`config.mk`:
```
export PLATFORM = sky130hd
export DESIGN_NAME = ppu_out_top
export DESIGN_NICKNAME = d
export VERILOG_FILES = /design/src/common/ppu_out_pkg.sv /design/src/pipe_delay.sv /design/src/rgb_limit/limit_channel.sv /design/src/rgb_limit/rgb_limiter.sv /design/src/cfg_decode/out_cfg_decode.sv /design/src/ppu_out_top.sv
export VERILOG_INCLUDE_DIRS = /design/src /design/src/common
export SDC_FILE = /design/constraint.sdc
export NUM_CORES = 1
export LEC_CHECK = 0
export ABC_CLOCK_PERIOD_IN_PS = 1800
export BUFFER_PORTS_ARGS = -buffer_cell sky130_fd_sc_hd__buf_2
export CAP_MARGIN = 30
export CELL_PAD_IN_SITES_DETAIL_PLACEMENT = 0
export CELL_PAD_IN_SITES_GLOBAL_PLACEMENT = 2
export CORE_UTILIZATION = 34
export DETAILED_ROUTE_END_ITERATION = 7
export PLACE_DENSITY = 0.69
export SLEW_MARGIN = 20
export SYNTH_ARGS = -nofsm -noshare
export SYNTH_HDL_FRONTEND = slang
export SYNTH_SLANG_ARGS = --single-unit
```
`constraint.sdc`:
```
create_clock -name VCLK_Tx -period 1.8 [get_ports VCLK_Tx]
set_clock_uncertainty 0.05 [all_clocks]
set_input_delay 0.36 -clock VCLK_Tx [delete_from_list [all_inputs] [get_ports VCLK_Tx]]
set_output_delay 0.36 -clock VCLK_Tx [all_outputs]
set_load 0.005 [all_outputs]
```
`src/common/ppu_out_cfg.svh`:
```
// Video output configuration constants: field positions, limiting and latency
`ifndef PPU_OUT_CFG_SVH
`define PPU_OUT_CFG_SVH

// ==============================
// Widths
// ==============================

// Bits per colour channel
`define COLOR_W 8

// Configuration word coming from the system side
`define PPU_CFG_W 9

// ==============================
// Configuration word layout
// ==============================

// Target resolution field, bits 3..0
`define CFG_TARGET_LSB 0
`define CFG_TARGET_W 4

`define CFG_USE_VGA_BIT 4
`define CFG_FORCE50_BIT 5
`define CFG_FORCE60_BIT 6
`define CFG_LLM_BIT 7
`define CFG_LIMITED_RGB_BIT 8

// ==============================
// Limited range RGB
// ==============================

// Scale by 220/256, then lift into 16..235
`define LIMIT_COEFF 220
`define LIMIT_OFFSET 16

// Pixel input to output depth in clocks
`define OUT_LATENCY 3

`endif

```
`src/common/ppu_out_pkg.sv`:
```
// Shared pixel, sync and video mode types for the video output path
`default_nettype none

`include "ppu_out_cfg.svh"

package ppu_out_pkg;

  // One output pixel
  typedef struct packed {
    logic [`COLOR_W-1:0] r;
    logic [`COLOR_W-1:0] g;
    logic [`COLOR_W-1:0] b;
  } rgb_t;

  // Sync levels travelling alongside the pixel
  typedef struct packed {
    logic vsync;
    logic hsync;
    logic de;
  } sync_t;

  // Output video modes, 60Hz family first
  typedef enum logic [3:0] {
    VM_240P60,
    VM_480P60,
    VM_VGAP60,
    VM_720P60,
    VM_960P60,
    VM_1080P60,
    VM_1200P60,
    VM_1440P60,
    VM_288P50,
    VM_576P50,
    VM_720P50,
    VM_960P50,
    VM_1080P50,
    VM_1200P50,
    VM_1440P50
  } videomode_e;

  // Requested target resolution as coded in the config word
  typedef enum logic [`CFG_TARGET_W-1:0] {
    TGT_240P,
    TGT_288P,
    TGT_480P,
    TGT_576P,
    TGT_720P,
    TGT_960P,
    TGT_1080P,
    TGT_1200P,
    TGT_1440P
  } target_res_e;

endpackage

`default_nettype wire

```
`src/pipe_delay.sv`:
```
// Fixed-depth delay line for an arbitrary packed payload
`timescale 1ns/1ps
`default_nettype none

module pipe_delay #(
  parameter type T     = logic,
  parameter int  DEPTH = 1
) (
  input  wire    VCLK_Tx,
  input  wire    nVRST_Tx,
  input  wire T  data_i,
  output T       data_o
);

  // Stage 0 takes the input, last stage feeds the output
  T stage_q [DEPTH];

  always_ff @(posedge VCLK_Tx or negedge nVRST_Tx) begin
    if (!nVRST_Tx) begin
      for (int i = 0; i < DEPTH; i++) begin
        stage_q[i] <= '0;
      end
    end else begin
      stage_q[0] <= data_i;
      for (int i = 1; i < DEPTH; i++) begin
        stage_q[i] <= stage_q[i-1];
      end
    end
  end

  assign data_o = stage_q[DEPTH-1];

endmodule

`default_nettype wire

```
`src/rgb_limit/limit_channel.sv`:
```
// Scale one colour channel by 220/256 with half-up rounding, two stages
`timescale 1ns/1ps
`default_nettype none

`include "ppu_out_cfg.svh"

module limit_channel (
  input  wire                 VCLK_Tx,
  input  wire                 nVRST_Tx,
  input  wire [`COLOR_W-1:0]  chan_i,
  output logic [`COLOR_W-1:0] chan_o
);

  localparam int unsigned PROD_W = 2 * `COLOR_W;
  localparam logic [PROD_W-1:0] COEFF = PROD_W'(`LIMIT_COEFF);

  logic [PROD_W-1:0]   product;
  logic [`COLOR_W:0]   scaled_q;
  logic [`COLOR_W-1:0] round_q;

  assign product = PROD_W'(chan_i) * COEFF;

  // Stage 1 keeps product / 128, stage 2 halves it and adds the dropped
  // bit back, i.e. rounds product / 256 half up
  always_ff @(posedge VCLK_Tx or negedge nVRST_Tx) begin
    if (!nVRST_Tx) begin
      scaled_q <= '0;
      round_q  <= '0;
    end else begin
      scaled_q <= product[PROD_W-1 -: `COLOR_W+1];
      round_q  <= scaled_q[`COLOR_W:1] + `COLOR_W'(scaled_q[0]);
    end
  end

  assign chan_o = round_q;

endmodule

`default_nettype wire

```
`src/rgb_limit/rgb_limiter.sv`:
```
// Full or limited range RGB selection over a three-stage colour pipeline
`timescale 1ns/1ps
`default_nettype none

`include "ppu_out_cfg.svh"

module rgb_limiter (
  input  wire                 VCLK_Tx,
  input  wire                 nVRST_Tx,
  input  wire                 limited_rgb_en_i,
  input  wire ppu_out_pkg::rgb_t vd_i,
  output ppu_out_pkg::rgb_t   vd_o
);

  import ppu_out_pkg::*;

  // Offset lands on the upper nibble only
  localparam logic [`COLOR_W-5:0] OFFS_HI = (`COLOR_W-4)'(`LIMIT_OFFSET >> 4);

  logic [`COLOR_W-1:0] lim_r;
  logic [`COLOR_W-1:0] lim_g;
  logic [`COLOR_W-1:0] lim_b;
  rgb_t                full_dly;

  function automatic logic [`COLOR_W-1:0] add_offset(input logic [`COLOR_W-1:0] c);
    return {c[`COLOR_W-1:4] + OFFS_HI, c[3:0]};
  endfunction

  // ==============================
  // Stages 1 and 2
  // ==============================

  limit_channel u_limit_r (
    .VCLK_Tx  (VCLK_Tx),
    .nVRST_Tx (nVRST_Tx),
    .chan_i   (vd_i.r),
    .chan_o   (lim_r)
  );

  limit_channel u_limit_g (
    .VCLK_Tx  (VCLK_Tx),
    .nVRST_Tx (nVRST_Tx),
    .chan_i   (vd_i.g),
    .chan_o   (lim_g)
  );

  limit_channel u_limit_b (
    .VCLK_Tx  (VCLK_Tx),
    .nVRST_Tx (nVRST_Tx),
    .chan_i   (vd_i.b),
    .chan_o   (lim_b)
  );

  // Full-range pixel kept in step with the scaled channels
  pipe_delay #(
    .T     (rgb_t),
    .DEPTH (2)
  ) u_full_dly (
    .VCLK_Tx  (VCLK_Tx),
    .nVRST_Tx (nVRST_Tx),
    .data_i   (vd_i),
    .data_o   (full_dly)
  );

  // ==============================
  // Stage 3, output register
  // ==============================

  always_ff @(posedge VCLK_Tx or negedge nVRST_Tx) begin
    if (!nVRST_Tx) begin
      vd_o <= '0;
    end else if (limited_rgb_en_i) begin
      vd_o.r <= add_offset(lim_r);
      vd_o.g <= add_offset(lim_g);
      vd_o.b <= add_offset(lim_b);
    end else begin
      vd_o <= full_dly;
    end
  end

endmodule

`default_nettype wire

```
`src/cfg_decode/out_cfg_decode.sv`:
```
// Config resync into VCLK_Tx and output video mode / limited RGB decode
`timescale 1ns/1ps
`default_nettype none

`include "ppu_out_cfg.svh"

module out_cfg_decode (
  input  wire                     VCLK_Tx,
  input  wire                     nVRST_Tx,
  input  wire [`PPU_CFG_W-1:0]    config_i,
  input  wire                     palmode_i,
  output ppu_out_pkg::videomode_e videomode_o,
  output logic                    limited_rgb_en_o
);

  import ppu_out_pkg::*;

  logic [`PPU_CFG_W-1:0] cfg_meta_q;
  logic [`PPU_CFG_W-1:0] cfg_sync_q;
  logic                  pal_meta_q;
  logic                  pal_sync_q;

  target_res_e target;
  logic        use_vga;
  logic        force50;
  logic        force60;
  logic        llm;
  videomode_e  vmode_ntsc;
  videomode_e  vmode_pal;
  videomode_e  vmode_sel;

  // ==============================
  // Two-stage synchronizer
  // ==============================

  always_ff @(posedge VCLK_Tx or negedge nVRST_Tx) begin
    if (!nVRST_Tx) begin
      cfg_meta_q <= '0;
      cfg_sync_q <= '0;
      pal_meta_q <= 1'b0;
      pal_sync_q <= 1'b0;
    end else begin
      cfg_meta_q <= config_i;
      cfg_sync_q <= cfg_meta_q;
      pal_meta_q <= palmode_i;
      pal_sync_q <= pal_meta_q;
    end
  end

  // Field split of the resynced word
  assign target  = target_res_e'(cfg_sync_q[`CFG_TARGET_LSB +: `CFG_TARGET_W]);
  assign use_vga = cfg_sync_q[`CFG_USE_VGA_BIT];
  assign force50 = cfg_sync_q[`CFG_FORCE50_BIT];
  assign force60 = cfg_sync_q[`CFG_FORCE60_BIT];
  assign llm     = cfg_sync_q[`CFG_LLM_BIT];

  // ==============================
  // Mode candidates
  // ==============================

  always_comb begin
    case (target)
      TGT_1440P: vmode_ntsc = VM_1440P60;
      TGT_1200P: vmode_ntsc = VM_1200P60;
      TGT_1080P: vmode_ntsc = VM_1080P60;
      TGT_960P:  vmode_ntsc = VM_960P60;
      TGT_720P:  vmode_ntsc = VM_720P60;
      TGT_240P:  vmode_ntsc = VM_240P60;
      default:   vmode_ntsc = use_vga ? VM_VGAP60 : VM_480P60;
    endcase

    case (target)
      TGT_1440P: vmode_pal = VM_1440P50;
      TGT_1200P: vmode_pal = VM_1200P50;
      TGT_1080P: vmode_pal = VM_1080P50;
      TGT_960P:  vmode_pal = VM_960P50;
      TGT_720P:  vmode_pal = VM_720P50;
      TGT_576P:  vmode_pal = VM_576P50;
      default:   vmode_pal = VM_288P50;
    endcase
  end

  // Forcing is blocked in low latency mode and for the native-rate targets
  always_comb begin
    if (force60 && !llm && (target != TGT_288P)) begin
      vmode_sel = vmode_ntsc;
    end else if (force50 && !llm && (target != TGT_240P)) begin
      vmode_sel = vmode_pal;
    end else begin
      vmode_sel = pal_sync_q ? vmode_pal : vmode_ntsc;
    end
  end

  always_ff @(posedge VCLK_Tx or negedge nVRST_Tx) begin
    if (!nVRST_Tx) begin
      videomode_o      <= VM_240P60;
      limited_rgb_en_o <= 1'b0;
    end else begin
      videomode_o      <= vmode_sel;
      limited_rgb_en_o <= cfg_sync_q[`CFG_LIMITED_RGB_BIT];
    end
  end

endmodule

`default_nettype wire

```
`src/ppu_out_top.sv`:
```
// Video output top level: config decode, sync delay and RGB range limiting
`timescale 1ns/1ps
`default_nettype none

`include "ppu_out_cfg.svh"

module ppu_out_top (
  input  wire                     VCLK_Tx,
  input  wire                     nVRST_Tx,
  input  wire [`PPU_CFG_W-1:0]    config_i,
  input  wire                     palmode_i,
  input  wire                     vsync_i,
  input  wire                     hsync_i,
  input  wire                     de_i,
  input  wire ppu_out_pkg::rgb_t  vd_i,
  output logic                    vsync_o,
  output logic                    hsync_o,
  output logic                    de_o,
  output ppu_out_pkg::rgb_t       vd_o,
  output ppu_out_pkg::videomode_e videomode_o
);

  import ppu_out_pkg::*;

  logic  limited_rgb_en;
  sync_t sync_in;
  sync_t sync_out;

  assign sync_in = {vsync_i, hsync_i, de_i};

  out_cfg_decode u_cfg_decode (
    .VCLK_Tx          (VCLK_Tx),
    .nVRST_Tx         (nVRST_Tx),
    .config_i         (config_i),
    .palmode_i        (palmode_i),
    .videomode_o      (videomode_o),
    .limited_rgb_en_o (limited_rgb_en)
  );

  // Syncs follow the colour path latency
  pipe_delay #(
    .T     (sync_t),
    .DEPTH (`OUT_LATENCY)
  ) u_sync_dly (
    .VCLK_Tx  (VCLK_Tx),
    .nVRST_Tx (nVRST_Tx),
    .data_i   (sync_in),
    .data_o   (sync_out)
  );

  rgb_limiter u_rgb_limiter (
    .VCLK_Tx          (VCLK_Tx),
    .nVRST_Tx         (nVRST_Tx),
    .limited_rgb_en_i (limited_rgb_en),
    .vd_i             (vd_i),
    .vd_o             (vd_o)
  );

  assign vsync_o = sync_out.vsync;
  assign hsync_o = sync_out.hsync;
  assign de_o    = sync_out.de;

endmodule

`default_nettype wire

```
==> results list <==
- In this run the cell area of the synthesized design comes to 7870 um^2.
* GRT Resource Usage Total: 0.127
* Share of the cycle needed by the critical path after routing: 1.66
- Placement Rows: 55
* Final layout net count: 1,000
- Remaining Overflow, GRT: 0
- Of the cells placed in the final design, the portion with a size suffix greater than 1 is 0.378.
- Measured in cells, the most critical reg-to-reg path has a length of 5.
- Counting I/O delays and the setup requirement, the final critical path takes 3000 ps.
* Clock Root Buffer: sky130_fd_sc_hd__clkbuf_16
- Layout Area Growth over Synthesis: 37.4%
- Counting every net in the synthesized netlist gives 789.
* Maximum ir drop on the vdd rail: 0.000631 V
- Main synth FF type: sky130_fd_sc_hd__dfrtp_1
- PwrDens: 1280 nW/um^2
- The share of total power dissipated in the clock network is 0.245.
- The final number of max-transition violations was 0.
- Post-synthesis cell type with the largest combined area: sky130_fd_sc_hd__dfrtp_1
* Global-route wire length before repair: 23,800 um
- For this run, the slowest stage of the critical path takes 520 ps.
* Cell count along the critical path: 14
- Of the total power, the share spent switching nets is 0.314.
* Count of unresolved DRC violations after routing: 0
* Violations in the final reports: setup timing
* Largest fanout of any net on the critical path: 2
* Register-to-Register Setup Slack: 40 ps
- Filler-free cell count of the finished design: 1,126
- After synthesis, the mean cell area works out to 12.8 um^2.
* Worst Hold Class: input port to flip-flop
- In this run the tightest slew margin relative to its limit is 0.724.
- Initial core utilization: 0.347
- The via count of the first global-routing pass was 5,182.
* Fmax achieved: 334 MHz
- Setup repair after global routing missed its margin: yes
- The region available for standard cell placement spans 22,600 um^2.
- Crit. Startpoint: vd_i[21]
- Worst Setup End Kind: flip-flop
* Average wire per standard cell: 12.4 um
* Final setup slack of the worst path: -1200 ps
- The critical path ends at u_rgb_limiter.u_limit_r.scaled_q[8].
- Inserted Clock Buffers: 17
* Number of DRC violations after detailed-routing iteration 0: 152
- Top cell type's share of synthesized area: 0.499
- Internal portion of total power: 9470 uW
- Proportion of synthesized flip-flops having asynchronous set or reset: 1.00
* Placed cell count: 1,061
- Clock tree from TritonCTS: built
- Required time worst endpoint: 2090 ps
- Detailed placement finished with a half-perimeter wire length of 10,900 um.
- Together, buffers and inverters on the worst path number 5.
- Data arrives at the worst endpoint at 3280 ps.
- The first detailed-routing pass took 4 iterations.
- During placement, the flow inserted port buffers numbering 69.
* Setup CP Type: input port to flip-flop
* Flip-flop and latch count after synthesis: 157
- Worst hold-check slack: 41.5 ps
- In this design, the largest share of critical-path delay is due to adder cells.
- Power share of the sequential group: 0.349
- Summed over all layers, the routed wires come to 14,000 um.
- ANT cells: 0
* Worst skew pair latency: 410 ps
- From left edge to right edge, the die measures 154 um.
- Clock-pin slew was measured on the worst setup and hold paths at 60 ps.
* Pin count of the biggest net entering global routing: 54
- Post-layout instance area: 10,800 um^2
- The worst register-to-register path ends at u_cfg_decode.videomode_o[0].
- Leakage: 0.00528 uW
- Once placement finished, the instance area stood at 9530 um^2.
- The final number of hold-violating endpoints is 0.
* Switching component of the power: 4340 uW
- CP startpoint kind: input port
- In this run the number of H-tree levels came out at 4.
* Number of standard cells after synthesis: 617
* Ordered list of cells on the worst path: buf_8 -> inv_4 -> fa_1 -> inv_1 -> fa_1 -> inv_1 -> fa_1 -> inv_1 -> ha_2 -> or3_1 -> o22ai_2 -> o211ai_1 -> o31ai_1 -> xnor2_1
* Result of the run: finished with violations
- Of the synthesized area, sequential elements account for 0.499.
- Gpl congestion: 0.793
- In this run the count of I/O pins placed on the die edge is 70.
* Critical Path Slowest Stage Cell: sky130_fd_sc_hd__fa_1
- Actual slew at the worst max-slew pin: 414 ps
* Ratio of routed vias to standard cells: 4.34
- Clock Path Buffers: 2
- Final count of negative-setup-slack endpoints: 27
- The number of antenna violations at the first check in global routing was 0.
- Yosys warns: 0
- Die Height: 154 um
- By area the synthesized netlist is led by sky130_fd_sc_hd__dfrtp_1 50%, sky130_fd_sc_hd__ha_1 14%, sky130_fd_sc_hd__fa_1 11%, sky130_fd_sc_hd__inv_1 5.2%, sky130_fd_sc_hd__xnor2_1 3.7%.
* Overall die area: 23,800 um^2
- In this run, synthesis inferred 0 flip-flops with an integrated enable.
- Via count: 4,882
- Combinational power share: 0.406
* Max-cap viol count: 0
- Total number of clock tree sinks: 157
- Counting distinct cell types in the post-synthesis netlist gives 45.
- The worst register-to-register path begins at u_cfg_decode.cfg_sync_q[2].
* Antenna viol nets, final: 0
==> worst min-delay path by stage <==
stage                     start                                   end  slack (ps)  cells after the start
floorplan              nVRST_Tx            u_cfg_decode.cfg_meta_q[0]          10                      0
global placement       nVRST_Tx  u_rgb_limiter.u_full_dly.stage_q[43]         250                      1
detailed placement     nVRST_Tx                u_rgb_limiter.vd_o[16]         250                      1
CTS                 config_i[8]            u_cfg_decode.cfg_meta_q[8]          20                      1
global route        config_i[8]            u_cfg_decode.cfg_meta_q[8]          20                      1
finish              config_i[8]            u_cfg_decode.cfg_meta_q[8]          40                      1
==> per-stage QoR <==
stage	TNS [ps]	total power [uW]	setup slack, ps	utilization
2_1_floorplan	-29590	7960	-1610	-
3_5_place_dp	-39240	9750	-1760	0.421
6_report	-24780	13800	-1200	0.478
3_3_place_gp	-38510	9630	-1750	0.421
4_1_cts	-25240	13600	-1250	0.466
5_1_grt	-27210	14900	-1320	0.478
==> sequential cells by signal, indices dropped and copies added, names as in the netlist, 3 cells and up <==
register and cells:
u_cfg_decode.videomode_o 4, u_cfg_decode.cfg_meta_q 9, u_rgb_limiter.u_limit_b.chan_o 8, u_sync_dly.data_o 3
u_sync_dly.stage_q 6, u_cfg_decode.cfg_sync_q 9, u_rgb_limiter.u_limit_r.scaled_q 9, u_rgb_limiter.u_full_dly.stage_q 24
u_rgb_limiter.u_limit_r.chan_o 8, u_rgb_limiter.u_limit_g.scaled_q 9, u_rgb_limiter.u_limit_b.scaled_q 9, u_rgb_limiter.vd_o 24
u_rgb_limiter.u_full_dly.data_o 24, u_rgb_limiter.u_limit_g.chan_o 8
==> cell usage after synthesis, types with 7 or more instances <==
library cell	n
sky130_fd_sc_hd__inv_1	108
sky130_fd_sc_hd__a21oi_1	24
sky130_fd_sc_hd__xor2_1	17
sky130_fd_sc_hd__xnor2_1	33
sky130_fd_sc_hd__nand3_1	9
sky130_fd_sc_hd__mux2_2	15
sky130_fd_sc_hd__nor2_1	25
sky130_fd_sc_hd__nor3_1	7
sky130_fd_sc_hd__dfrtp_1	157
sky130_fd_sc_hd__fa_1	45
sky130_fd_sc_hd__ha_1	88
sky130_fd_sc_hd__nand2_1	11
==> routing by layer <==
metal	GRT usage	part of all wire
met2	0.219	0.51
met5	0	0
met1	0.157	0.45
met3	0.0262	0.026
met4	0.0462	0.013
==> layout by cell type (no fill, tap or decap), types with 15 or more instances in the layout <==
cell type	n
sky130_fd_sc_hd__buf_2	51
sky130_fd_sc_hd__mux2_2	15
sky130_fd_sc_hd__inv_1	82
sky130_fd_sc_hd__inv_2	21
sky130_fd_sc_hd__xor2_1	17
sky130_fd_sc_hd__dfrtp_1	157
sky130_fd_sc_hd__ha_1	71
sky130_fd_sc_hd__nor2_1	18
sky130_fd_sc_hd__ha_4	15
sky130_fd_sc_hd__buf_6	21
sky130_fd_sc_hd__fa_1	43
sky130_fd_sc_hd__buf_4	101
sky130_fd_sc_hd__clkbuf_16	17
sky130_fd_sc_hd__xnor2_1	32
==> power by group through the flow <==
stage | Sequential (uW) | Clock, uW | Combinational, uW
3_3_place_gp | 4880 | 0 | 4750
6_report | 4820 | 3380 | 5600
4_1_cts | 4840 | 3480 | 5280
3_5_place_dp | 4900 | 0 | 4850
5_1_grt | 4930 | 3650 | 6280
2_1_floorplan | 4830 | 0 | 3130
==> worst reg2reg max path: cells and delay by family (launching register included) <==
family	cells	cell delay, ps
compound gates	2	270
simple gates	2	680
flops	1	400
mux	1	220
==> cells by family (layout without fill, tap and decap cells) <==
| family | Yosys count | in the layout | share of synthesized area |
|---|---|---|---|
| flip-flops | 157 | 157 | 0.499 |
| adder cells (fa/ha/maj) | 133 | 133 | 0.254 |
| buffers and inverters | 114 | 338 | 0.0565 |
| AND/OR/NAND/NOR | 87 | 87 | 0.0588 |
| AO/OA/AOI/OAI | 56 | 56 | 0.0474 |
| XOR/XNOR | 50 | 50 | 0.0557 |
| multiplexers | 20 | 20 | 0.0278 |
==> timing repair <==
action	in CTS	in global routing
endpoints found under the hold margin	51	1
buffers inserted	11	11
gates cloned	0	0
hold buffers	13	1
gates resized for setup	74	41
pin swaps	52	58
endpoints found under the setup margin	28	28
==> area by class of cell <==
cell class              count  area (um^2)
well taps                 285          357
repair buffers            198         1590
inverters                 108          432
flip-flops and latches    157         3930
multi-input cells         346         3930
fillers                  2011        11800
clock buffers              19          443
clock inverters            13          129
Power figures use the tool's default switching activity.
